File: config.mk
export PLATFORM = sky130hd
export DESIGN_NAME = spi_host
export DESIGN_NICKNAME = d
export VERILOG_FILES = /design/src/logic/spi_host_pkg.sv /design/src/logic/spi_host_cmd_queue.sv /design/src/logic/spi_host_byte_fifo.sv /design/src/logic/spi_host_shift_engine.sv /design/src/logic/spi_host_irq.sv /design/src/logic/spi_host.sv
export SDC_FILE = /design/constraint.sdc
export NUM_CORES = 1
export LEC_CHECK = 0
export ABC_AREA = 1
export BUFFER_PORTS_ARGS = -buffer_cell sky130_fd_sc_hd__buf_2
export CORE_MARGIN = 2
export CORE_UTILIZATION = 60
export CTS_CLUSTER_SIZE = 30
export DETAILED_ROUTE_END_ITERATION = 12
export PLACE_DENSITY = 0.82
export SLEW_MARGIN = 20
export SYNTH_ARGS = -nofsm -noshare
export SYNTH_HDL_FRONTEND = slang
export SYNTH_SLANG_ARGS = --single-unit
File: constraint.sdc
create_clock -name clk_i -period 4 [get_ports clk_i]
set_clock_uncertainty 0.1 [all_clocks]
set_input_delay 0.4 -clock clk_i [delete_from_list [all_inputs] [get_ports clk_i]]
set_output_delay 0.4 -clock clk_i [all_outputs]
set_load 0.03 [all_outputs]
File: src/logic/spi_host_pkg.sv
package spi_host_pkg;

  // Queue and FIFO sizes
  localparam int CmdDepth  = 4;
  localparam int FifoDepth = 16;

  // Error classes, one sticky status bit each
  localparam int NumErrors    = 3;
  localparam int ErrBusy      = 0;
  localparam int ErrOverflow  = 1;
  localparam int ErrUnderflow = 2;

  // Status event sources for the spi_event interrupt
  localparam int NumEvents = 6;
  localparam int EvIdle    = 0;
  localparam int EvReady   = 1;
  localparam int EvTxWm    = 2;
  localparam int EvRxWm    = 3;
  localparam int EvTxEmpty = 4;
  localparam int EvRxFull  = 5;

  typedef logic [7:0] byte_t;

  // Segment length in bytes, minus one
  typedef logic [7:0] len_t;

  // SCK half period minus one, in system clocks
  typedef logic [7:0] clkdiv_t;

  // Fill level, wide enough to hold a full FIFO
  typedef logic [4:0] qd_t;

  typedef logic [NumErrors-1:0] err_vec_t;
  typedef logic [NumEvents-1:0] ev_vec_t;

  typedef enum logic [1:0] {
    DirRx    = 2'd1,
    DirTx    = 2'd2,
    DirBidir = 2'd3
  } dir_e;

  typedef enum logic [2:0] {
    StIdle,
    StLead,
    StShift,
    StTrail,
    StHold
  } engine_state_e;

endpackage

File: src/logic/spi_host_cmd_queue.sv
`timescale 1ns/1ns

module spi_host_cmd_queue (
  input  logic                clk_i,
  input  logic                rst_n_i,
  input  logic                sw_rst_i,
  input  logic                push_i,
  input  spi_host_pkg::len_t  len_i,
  input  spi_host_pkg::dir_e  dir_i,
  input  logic                csaat_i,
  input  logic                pop_i,
  output logic                head_valid_o,
  output spi_host_pkg::len_t  head_len_o,
  output spi_host_pkg::dir_e  head_dir_o,
  output logic                head_csaat_o,
  output logic                full_o,
  output spi_host_pkg::qd_t   depth_o
);

  spi_host_pkg::len_t len_mem   [spi_host_pkg::CmdDepth];
  spi_host_pkg::dir_e dir_mem   [spi_host_pkg::CmdDepth];
  logic               csaat_mem [spi_host_pkg::CmdDepth];

  logic [$clog2(spi_host_pkg::CmdDepth)-1:0] wr_ptr_q;
  logic [$clog2(spi_host_pkg::CmdDepth)-1:0] rd_ptr_q;
  spi_host_pkg::qd_t                         depth_q;
  logic                                      push_ok;
  logic                                      pop_ok;

  // Commands arriving while full are dropped, the top level flags them
  assign push_ok = push_i & ~full_o;
  assign pop_ok  = pop_i & head_valid_o;

  assign full_o       = depth_q == spi_host_pkg::qd_t'(spi_host_pkg::CmdDepth);
  assign head_valid_o = depth_q != '0;
  assign depth_o      = depth_q;
  assign head_len_o   = len_mem[rd_ptr_q];
  assign head_dir_o   = dir_mem[rd_ptr_q];
  assign head_csaat_o = csaat_mem[rd_ptr_q];

  always_ff @(posedge clk_i) begin
    if (push_ok) begin
      len_mem[wr_ptr_q]   <= len_i;
      dir_mem[wr_ptr_q]   <= dir_i;
      csaat_mem[wr_ptr_q] <= csaat_i;
    end
  end

  always_ff @(posedge clk_i) begin
    if (!rst_n_i || sw_rst_i) begin
      wr_ptr_q <= '0;
      rd_ptr_q <= '0;
      depth_q  <= '0;
    end else begin
      if (push_ok) begin
        wr_ptr_q <= (wr_ptr_q == spi_host_pkg::CmdDepth - 1) ? '0 : wr_ptr_q + 1'b1;
      end
      if (pop_ok) begin
        rd_ptr_q <= (rd_ptr_q == spi_host_pkg::CmdDepth - 1) ? '0 : rd_ptr_q + 1'b1;
      end
      if (push_ok && !pop_ok) begin
        depth_q <= depth_q + 1'b1;
      end else if (pop_ok && !push_ok) begin
        depth_q <= depth_q - 1'b1;
      end
    end
  end

  // The engine only takes a command it has seen as valid
  a_no_pop_empty: assert property (@(posedge clk_i) disable iff (!rst_n_i)
    pop_i |-> head_valid_o);

endmodule

File: src/logic/spi_host_byte_fifo.sv
`timescale 1ns/1ns

module spi_host_byte_fifo #(
  parameter int Depth = spi_host_pkg::FifoDepth
) (
  input  logic                clk_i,
  input  logic                rst_n_i,
  input  logic                sw_rst_i,
  input  logic                push_i,
  input  spi_host_pkg::byte_t data_i,
  input  logic                pop_i,
  output spi_host_pkg::byte_t data_o,
  output logic                empty_o,
  output logic                full_o,
  output spi_host_pkg::qd_t   depth_o
);

  spi_host_pkg::byte_t mem [Depth];

  logic [$clog2(Depth)-1:0] wr_ptr_q;
  logic [$clog2(Depth)-1:0] rd_ptr_q;
  spi_host_pkg::qd_t        depth_q;
  logic                     push_ok;
  logic                     pop_ok;

  assign push_ok = push_i & ~full_o;
  assign pop_ok  = pop_i & ~empty_o;

  assign empty_o = depth_q == '0;
  assign full_o  = depth_q == spi_host_pkg::qd_t'(Depth);
  assign depth_o = depth_q;

  // Head of the FIFO is always visible
  assign data_o = mem[rd_ptr_q];

  always_ff @(posedge clk_i) begin
    if (push_ok) begin
      mem[wr_ptr_q] <= data_i;
    end
  end

  always_ff @(posedge clk_i) begin
    if (!rst_n_i || sw_rst_i) begin
      wr_ptr_q <= '0;
      rd_ptr_q <= '0;
      depth_q  <= '0;
    end else begin
      if (push_ok) begin
        wr_ptr_q <= (wr_ptr_q == Depth - 1) ? '0 : wr_ptr_q + 1'b1;
      end
      if (pop_ok) begin
        rd_ptr_q <= (rd_ptr_q == Depth - 1) ? '0 : rd_ptr_q + 1'b1;
      end
      if (push_ok && !pop_ok) begin
        depth_q <= depth_q + 1'b1;
      end else if (pop_ok && !push_ok) begin
        depth_q <= depth_q - 1'b1;
      end
    end
  end

  a_depth_bound: assert property (@(posedge clk_i) disable iff (!rst_n_i)
    depth_q <= spi_host_pkg::qd_t'(Depth));

endmodule

File: src/logic/spi_host_shift_engine.sv
`timescale 1ns/1ns

module spi_host_shift_engine (
  input  logic                  clk_i,
  input  logic                  rst_n_i,
  input  logic                  sw_rst_i,
  input  logic                  en_i,
  input  spi_host_pkg::clkdiv_t clkdiv_i,
  input  logic                  cpol_i,
  input  logic                  cpha_i,
  input  logic                  cmd_valid_i,
  input  spi_host_pkg::len_t    cmd_len_i,
  input  spi_host_pkg::dir_e    cmd_dir_i,
  input  logic                  cmd_csaat_i,
  input  logic                  tx_empty_i,
  input  spi_host_pkg::byte_t   tx_data_i,
  input  logic                  rx_full_i,
  input  logic                  sd_i,
  output logic                  cmd_pop_o,
  output logic                  tx_pop_o,
  output logic                  rx_push_o,
  output spi_host_pkg::byte_t   rx_data_o,
  output logic                  sck_o,
  output logic                  csb_o,
  output logic                  sd_o,
  output logic                  active_o
);

  spi_host_pkg::engine_state_e state_q;
  spi_host_pkg::clkdiv_t       hp_cnt_q;
  logic [3:0]                  bit_cnt_q;
  spi_host_pkg::len_t          byte_cnt_q;
  logic                        run_q;
  logic                        csb_q;
  spi_host_pkg::dir_e          dir_q;
  logic                        csaat_q;
  spi_host_pkg::byte_t         tx_sr_q;
  spi_host_pkg::byte_t         rx_sr_q;

  logic hp_tick;
  logic need_tx;
  logic need_rx;
  logic tx_stall;
  logic rx_stall;
  logic start_cmd;
  logic byte_start;
  logic byte_end;

  assign hp_tick  = hp_cnt_q >= clkdiv_i;
  assign need_tx  = dir_q != spi_host_pkg::DirRx;
  assign need_rx  = dir_q != spi_host_pkg::DirTx;

  // A byte only starts once its TX data and its RX slot are both there
  assign tx_stall = need_tx & tx_empty_i;
  assign rx_stall = need_rx & rx_full_i;

  // From idle the CSB gap must be over, from hold the next segment follows at once
  assign start_cmd  = en_i & cmd_valid_i &
                      ((state_q == spi_host_pkg::StIdle & hp_tick) |
                       state_q == spi_host_pkg::StHold);
  assign byte_start = (state_q == spi_host_pkg::StShift) & ~run_q & ~tx_stall & ~rx_stall;
  assign byte_end   = run_q & hp_tick & (bit_cnt_q == 4'd15);

  assign cmd_pop_o = start_cmd;
  assign tx_pop_o  = byte_start & need_tx;
  assign rx_push_o = byte_end & need_rx;
  assign rx_data_o = rx_sr_q;

  // Odd half periods are active for CPHA 0, even ones for CPHA 1
  assign sck_o    = cpol_i ^ (run_q & (bit_cnt_q[0] ^ cpha_i));
  assign sd_o     = run_q & tx_sr_q[7];
  assign csb_o    = csb_q;
  assign active_o = state_q != spi_host_pkg::StIdle;

  // Half-period timer, saturates in idle to time the CSB gap
  always_ff @(posedge clk_i) begin
    if (!rst_n_i || sw_rst_i) begin
      hp_cnt_q <= '0;
    end else if (start_cmd || byte_start) begin
      hp_cnt_q <= '0;
    end else if (hp_tick && state_q != spi_host_pkg::StIdle) begin
      hp_cnt_q <= '0;
    end else if (!hp_tick) begin
      hp_cnt_q <= hp_cnt_q + 1'b1;
    end
  end

  always_ff @(posedge clk_i) begin
    if (!rst_n_i || sw_rst_i) begin
      state_q    <= spi_host_pkg::StIdle;
      bit_cnt_q  <= '0;
      byte_cnt_q <= '0;
      run_q      <= 1'b0;
      csb_q      <= 1'b1;
    end else begin
      unique case (state_q)
        spi_host_pkg::StIdle: begin
          if (start_cmd) begin
            state_q    <= spi_host_pkg::StLead;
            byte_cnt_q <= cmd_len_i;
            csb_q      <= 1'b0;
          end
        end
        spi_host_pkg::StLead: begin
          if (hp_tick) begin
            state_q <= spi_host_pkg::StShift;
          end
        end
        spi_host_pkg::StShift: begin
          if (byte_start) begin
            run_q     <= 1'b1;
            bit_cnt_q <= '0;
          end else if (run_q && hp_tick) begin
            bit_cnt_q <= bit_cnt_q + 1'b1;
            if (byte_end) begin
              run_q <= 1'b0;
              if (byte_cnt_q == '0) begin
                state_q <= spi_host_pkg::StTrail;
              end else begin
                byte_cnt_q <= byte_cnt_q - 1'b1;
              end
            end
          end
        end
        spi_host_pkg::StTrail: begin
          if (hp_tick) begin
            if (csaat_q) begin
              state_q <= spi_host_pkg::StHold;
            end else begin
              state_q <= spi_host_pkg::StIdle;
              csb_q   <= 1'b1;
            end
          end
        end
        spi_host_pkg::StHold: begin
          // CSB stays low across the segment boundary
          if (start_cmd) begin
            state_q    <= spi_host_pkg::StShift;
            byte_cnt_q <= cmd_len_i;
          end
        end
        default: begin
          state_q <= spi_host_pkg::StIdle;
          csb_q   <= 1'b1;
        end
      endcase
    end
  end

  // Data launches at the end of odd half periods and is sampled at the end of even ones
  always_ff @(posedge clk_i) begin
    if (start_cmd) begin
      dir_q   <= cmd_dir_i;
      csaat_q <= cmd_csaat_i;
    end
    if (byte_start) begin
      tx_sr_q <= need_tx ? tx_data_i : '0;
    end else if (run_q && hp_tick) begin
      if (bit_cnt_q[0]) begin
        tx_sr_q <= {tx_sr_q[6:0], 1'b0};
      end else begin
        rx_sr_q <= {rx_sr_q[6:0], sd_i};
      end
    end
  end

  a_csb_idle: assert property (@(posedge clk_i) disable iff (!rst_n_i)
    state_q == spi_host_pkg::StIdle |-> csb_o);

  a_sck_parked: assert property (@(posedge clk_i) disable iff (!rst_n_i)
    csb_o |-> sck_o == cpol_i);

endmodule

File: src/logic/spi_host_irq.sv
`timescale 1ns/1ns

module spi_host_irq (
  input  logic                   clk_i,
  input  logic                   rst_n_i,
  input  spi_host_pkg::err_vec_t err_strobe_i,
  input  spi_host_pkg::err_vec_t err_enable_i,
  input  logic                   err_clear_i,
  input  spi_host_pkg::err_vec_t err_clear_mask_i,
  input  logic                   active_i,
  input  logic                   cmd_full_i,
  input  spi_host_pkg::qd_t      tx_depth_i,
  input  spi_host_pkg::qd_t      rx_depth_i,
  input  spi_host_pkg::qd_t      tx_watermark_i,
  input  spi_host_pkg::qd_t      rx_watermark_i,
  input  logic                   tx_empty_i,
  input  logic                   rx_full_i,
  input  spi_host_pkg::ev_vec_t  event_enable_i,
  output spi_host_pkg::err_vec_t err_status_o,
  output logic                   halt_o,
  output logic                   intr_error_o,
  output logic                   intr_spi_event_o
);

  spi_host_pkg::err_vec_t err_status_q;
  spi_host_pkg::err_vec_t clear_bits;
  spi_host_pkg::ev_vec_t  events;
  logic                   intr_error_q;
  logic                   intr_event_q;

  assign clear_bits = err_clear_i ? err_clear_mask_i : '0;

  // A new error wins over a clear in the same cycle
  always_ff @(posedge clk_i) begin
    if (!rst_n_i) begin
      err_status_q <= '0;
      intr_error_q <= 1'b0;
    end else begin
      err_status_q <= (err_status_q & ~clear_bits) | err_strobe_i;
      intr_error_q <= |(err_status_q & err_enable_i);
    end
  end

  assign err_status_o = err_status_q;
  assign halt_o       = |err_status_q;
  assign intr_error_o = intr_error_q;

  // TX watermark fires at or below the level, RX at or above it
  always_comb begin
    events                          = '0;
    events[spi_host_pkg::EvIdle]    = ~active_i;
    events[spi_host_pkg::EvReady]   = ~cmd_full_i;
    events[spi_host_pkg::EvTxWm]    = tx_depth_i <= tx_watermark_i;
    events[spi_host_pkg::EvRxWm]    = rx_depth_i >= rx_watermark_i;
    events[spi_host_pkg::EvTxEmpty] = tx_empty_i;
    events[spi_host_pkg::EvRxFull]  = rx_full_i;
  end

  always_ff @(posedge clk_i) begin
    if (!rst_n_i) begin
      intr_event_q <= 1'b0;
    end else begin
      intr_event_q <= |(events & event_enable_i);
    end
  end

  assign intr_spi_event_o = intr_event_q;

endmodule

File: src/logic/spi_host.sv
`timescale 1ns/1ns

module spi_host (
  input  logic                   clk_i,
  input  logic                   rst_n_i,
  input  logic                   cmd_valid_i,
  input  spi_host_pkg::len_t     cmd_len_i,
  input  spi_host_pkg::dir_e     cmd_dir_i,
  input  logic                   cmd_csaat_i,
  input  logic                   tx_valid_i,
  input  spi_host_pkg::byte_t    tx_data_i,
  input  logic                   rx_ready_i,
  output spi_host_pkg::byte_t    rx_data_o,
  output logic                   rx_valid_o,
  input  logic                   err_clear_i,
  input  spi_host_pkg::err_vec_t err_clear_mask_i,
  input  logic                   spien_i,
  input  spi_host_pkg::clkdiv_t  clkdiv_i,
  input  logic                   cpol_i,
  input  logic                   cpha_i,
  input  spi_host_pkg::qd_t      tx_watermark_i,
  input  spi_host_pkg::qd_t      rx_watermark_i,
  input  spi_host_pkg::err_vec_t err_enable_i,
  input  spi_host_pkg::ev_vec_t  event_enable_i,
  input  logic                   sw_rst_i,
  output logic                   sck_o,
  output logic                   csb_o,
  output logic                   sd_o,
  input  logic                   sd_i,
  output logic                   ready_o,
  output logic                   active_o,
  output spi_host_pkg::qd_t      tx_qd_o,
  output spi_host_pkg::qd_t      rx_qd_o,
  output spi_host_pkg::qd_t      cmd_qd_o,
  output spi_host_pkg::err_vec_t err_status_o,
  output logic                   intr_error_o,
  output logic                   intr_spi_event_o
);

  logic                   head_valid;
  spi_host_pkg::len_t     head_len;
  spi_host_pkg::dir_e     head_dir;
  logic                   head_csaat;
  logic                   cmd_full;
  logic                   cmd_pop;
  spi_host_pkg::byte_t    tx_head;
  logic                   tx_empty;
  logic                   tx_full;
  logic                   tx_pop;
  spi_host_pkg::byte_t    rx_byte;
  logic                   rx_empty;
  logic                   rx_full;
  logic                   rx_push;
  logic                   halt;
  logic                   engine_en;
  spi_host_pkg::err_vec_t err_strobe;

  // Inputs have no back-pressure, so a strobe that cannot be taken is an error
  always_comb begin
    err_strobe                             = '0;
    err_strobe[spi_host_pkg::ErrBusy]      = cmd_valid_i & cmd_full;
    err_strobe[spi_host_pkg::ErrOverflow]  = tx_valid_i & tx_full;
    err_strobe[spi_host_pkg::ErrUnderflow] = rx_ready_i & rx_empty;
  end

  assign engine_en  = spien_i & ~halt;
  assign ready_o    = ~cmd_full;
  assign rx_valid_o = ~rx_empty;

  spi_host_cmd_queue u_cmd_queue (
    .clk_i,
    .rst_n_i,
    .sw_rst_i,
    .push_i       (cmd_valid_i),
    .len_i        (cmd_len_i),
    .dir_i        (cmd_dir_i),
    .csaat_i      (cmd_csaat_i),
    .pop_i        (cmd_pop),
    .head_valid_o (head_valid),
    .head_len_o   (head_len),
    .head_dir_o   (head_dir),
    .head_csaat_o (head_csaat),
    .full_o       (cmd_full),
    .depth_o      (cmd_qd_o)
  );

  spi_host_byte_fifo u_tx_fifo (
    .clk_i,
    .rst_n_i,
    .sw_rst_i,
    .push_i  (tx_valid_i),
    .data_i  (tx_data_i),
    .pop_i   (tx_pop),
    .data_o  (tx_head),
    .empty_o (tx_empty),
    .full_o  (tx_full),
    .depth_o (tx_qd_o)
  );

  spi_host_byte_fifo u_rx_fifo (
    .clk_i,
    .rst_n_i,
    .sw_rst_i,
    .push_i  (rx_push),
    .data_i  (rx_byte),
    .pop_i   (rx_ready_i),
    .data_o  (rx_data_o),
    .empty_o (rx_empty),
    .full_o  (rx_full),
    .depth_o (rx_qd_o)
  );

  spi_host_shift_engine u_engine (
    .clk_i,
    .rst_n_i,
    .sw_rst_i,
    .en_i        (engine_en),
    .clkdiv_i,
    .cpol_i,
    .cpha_i,
    .cmd_valid_i (head_valid),
    .cmd_len_i   (head_len),
    .cmd_dir_i   (head_dir),
    .cmd_csaat_i (head_csaat),
    .tx_empty_i  (tx_empty),
    .tx_data_i   (tx_head),
    .rx_full_i   (rx_full),
    .sd_i,
    .cmd_pop_o   (cmd_pop),
    .tx_pop_o    (tx_pop),
    .rx_push_o   (rx_push),
    .rx_data_o   (rx_byte),
    .sck_o,
    .csb_o,
    .sd_o,
    .active_o
  );

  spi_host_irq u_irq (
    .clk_i,
    .rst_n_i,
    .err_strobe_i     (err_strobe),
    .err_enable_i,
    .err_clear_i,
    .err_clear_mask_i,
    .active_i         (active_o),
    .cmd_full_i       (cmd_full),
    .tx_depth_i       (tx_qd_o),
    .rx_depth_i       (rx_qd_o),
    .tx_watermark_i,
    .rx_watermark_i,
    .tx_empty_i       (tx_empty),
    .rx_full_i        (rx_full),
    .event_enable_i,
    .err_status_o,
    .halt_o           (halt),
    .intr_error_o,
    .intr_spi_event_o
  );

  // The engine reserves the RX slot before each byte, so a push never meets a full FIFO
  a_rx_push_room: assert property (@(posedge clk_i) disable iff (!rst_n_i)
    rx_push |-> !rx_full);

endmodule

==> out/metrics.cfg <==
[status]
outcome = finished clean

[worst_setup_path]
crit_path_top_delay_cell = ha_1
worstSetupEndpointType = flip-flop
critPathLaunchType = flip-flop
r2r-end = u_rx_fifo.depth_o[3]
crit_required_ns = 4.31
path_cells = ha_1, nand2_1, nor2_1, nand4_1, nand3_2, nand3_4, nor3_4, ha_1, inv_1, ha_1, nand2_1, nor2_1, a211oi_1, xnor2_1, o21ai_0, inv_1
reg2regPathDepth = 16
cpPeakStageDelay_ns = 0.35
ff2ff_setup_slack_ns = 0.65
cp_max_fo = 10
critical_path.top_delay_family = simple AND/OR/NAND/NOR gates
path_class = flip-flop to flip-flop
path_buf_inv = 2
worstReg2RegStart = u_engine.hp_cnt_q[5]
worstPathArrival_ns = 3.66
cp_common_cell = ha_1

[grt]
grt_pass1_vias = 11000
grt_use_total = 0.2446
antenna_found_initial = 2
grt-ovfl-total = 0
grt_pass1_wl_mm = 55.99
grt_start_max_net_pins = 80

[drt]
drc = 0
dr.first_iter.drc_count = 1122
wl_mm = 35.80
dr.pass1.iters = 5
vias_per_cell = 5.755
ant_nets = 0
vias = 11670
wire_per_inst_um = 17.66

[die]
rows = 61
ios = 94
start_util = 0.6105
core_sq_mm = 0.02786
die_width_um = 172.4
dieArea_sq_mm = 0.02971
die_h_um = 172.4

[logic_synthesis]
yosys_warnings = 0
synth_cell_types = 45
synth_top_area_share = 0.5633
synthArstFlopShare = 0
syn_avg_cell_area_sq_um = 11.12
ys.flop_type = edfxtp_1
ys_ff_latch = 394
synth.top_cells.by_area = edfxtp_1, dfxtp_1, nor2_1
yosysSeqAreaShare = 0.6516
synth-edff-count = 319
syn_nets = 1642
syn_inst = 1530
synth_area_sq_mm = 0.01701
yosysTopAreaCell = edfxtp_1

[sta]
setup_violations = 0
slew_headroom = 0.2771
layout_min_cycle_time_ns = 3.351
finalHoldViolCount = 0
setup_tns_ns = 0
fin_hold_ws_ns = 0.01994
maxSlewViolCount = 0
fmax_mhz = 298.4
finalCritPeriodShare = 0.8378
rsz0062_at_grt = no
max_slew.worst_pin.slew_ns = 1.080

[finish]
final_util = 0.6855
fillers = 1928
syn_to_final_growth_pct = 12.29
layout.nets = 1735
drive_gt1_frac = 0.1050
mostFrequentLayoutCells = edfxtp_1, nor2_1, nand2_1
final_common_cell = edfxtp_1

[clock_tree]
cts.clk_slew.worst_paths_ns = 0.06
cts-root-buf = clkbuf_16
h-tree-depth = 2
clock_latency_ns = 0.52
clk_path_buf_depth = 3
cts.sinks = 394
cts_tree = done
cts-buffers-inserted = 39
cts_resized = 0

[worst_hold_path]
whs_path_depth = 1
worstHoldPathType = input pin to flip-flop
hold_end = u_cmd_queue.len_mem[3][0]
hp-start = cmd_len_i[0]

[power]
power.total_w = 0.008418
power-per-cell-area_mw_per_mm2 = 440.8
p_leak_nw = 7.082
irDropWorstVdd_mv = 0.4454

[place]
place.gp.congestion = 0.8658
io_buffers = 93
hpwl_mm = 23.41

[flow_run]
maxCapViolations = 0

## cells in the mapped netlist, types with 4 or more instances
cell	instances
edfxtp_1	319
nor2_1	222
nand2_1	176
o21ai_0	166
inv_1	144
a21oi_1	84
dfxtp_1	75
ha_1	49
nand3_1	46
clkbuf_1	42
o211ai_1	42
mux2i_1	40
o22ai_1	21
nand4_1	15
xor2_1	11
nor3_1	10
buf_1	7
buf_2	7
a211oi_1	5
o32ai_1	5
xnor2_1	5
a21o_1	4
nor3b_1	4
## power breakdown
group          total [W]  switching (W)  internal, W  leakage, nW
combinational   0.000458       0.000310     0.000148         3.00
sequential       0.00448      0.0000278      0.00445         3.49
clock            0.00348        0.00144      0.00205        0.594
## worst max path at each step
stage                         startpoint                   end  slack (ns)  cells after the start
floorplan                    clkdiv_i[7]  u_rx_fifo.depth_o[4]        0.82                     16
global placement             clkdiv_i[7]  u_rx_fifo.depth_o[4]        0.70                     17
detailed placement           clkdiv_i[7]  u_rx_fifo.depth_o[3]        0.49                     18
CTS                 u_engine.hp_cnt_q[7]  u_rx_fifo.depth_o[3]        0.68                     16
global route        u_engine.hp_cnt_q[5]  u_rx_fifo.depth_o[3]        0.33                     16
finish              u_engine.hp_cnt_q[5]  u_rx_fifo.depth_o[3]        0.65                     16
## state kept, by name (all words and copies together) (netlist names), 3 cells and up, named ones only
register / cells
u_rx_fifo.depth_o: 5
u_tx_fifo.depth_o: 5
u_cmd_queue.depth_o: 5
u_irq.err_status_o: 3
u_rx_fifo.mem: 128
u_rx_fifo.rd_ptr_q: 4
u_tx_fifo.wr_ptr_q: 4
u_rx_fifo.wr_ptr_q: 4
u_engine.state_q: 3
u_tx_fifo.rd_ptr_q: 4
u_cmd_queue.csaat_mem: 4
u_engine.tx_sr_q: 8
u_engine.hp_cnt_q: 8
u_engine.bit_cnt_q: 4
u_cmd_queue.len_mem: 32
u_tx_fifo.mem: 128
u_engine.rx_data_o: 8
u_cmd_queue.dir_mem: 8
u_engine.byte_cnt_q: 8
## cells by family (layout without fill, tap and decap cells)
logic type               count (synthesis)  count (layout)  share of synthesized area
flip-flops                             394             394                     0.6516
other                                    0               1                          0
AO/OA/AOI/OAI                          339             339                     0.1118
AND/OR/NAND/NOR                        486             486                     0.1193
adder cells (fa/ha/maj)                 52              52                    0.03958
buffers and inverters                  203             321                    0.04598
multiplexers                            40              40                    0.02354
XOR/XNOR                                16              16                   0.008240
## metrics by stage
step           instances  area (sq um)  worst slack, ns
5_1_grt             2027         19100           0.3338
3_3_place_gp        1951         17780           0.7002
2_1_floorplan       1530         17010           0.8218
6_report            2027         19100           0.6487
4_1_cts             2026         19090           0.6801
3_5_place_dp        1951         17780           0.4883
## routing by layer
metal / vias up / global-route usage / share of wire
met4: 0 / 0.09426 / 0.033
met3: 91 / 0.03227 / 0.065
met2: 475 / 0.4210 / 0.49
li1: 5548 / - / -
met1: 5552 / 0.3177 / 0.41
met5: - / 0 / 0
## final cells by class
class	instances	area, sq um	area share
antenna	1	2.502	0.0001310
sequential	394	11090	0.5807
inverter	145	544.3	0.02850
tap	378	473.0	0.02477
timing repair buffer	110	615.6	0.03223
clock buffer	50	1091	0.05713
multi-input combinational	933	5151	0.2697
clock inverter	16	130.1	0.006814
## repair_timing
item / CTS / global route
endpoints found under the setup margin: 0 / 0
hold endpoints to repair: 33 / 0
buffers inserted: 0 / 0
hold buffers: 9 / 0
No activity file was read; power rests on OpenSTA's default activity.
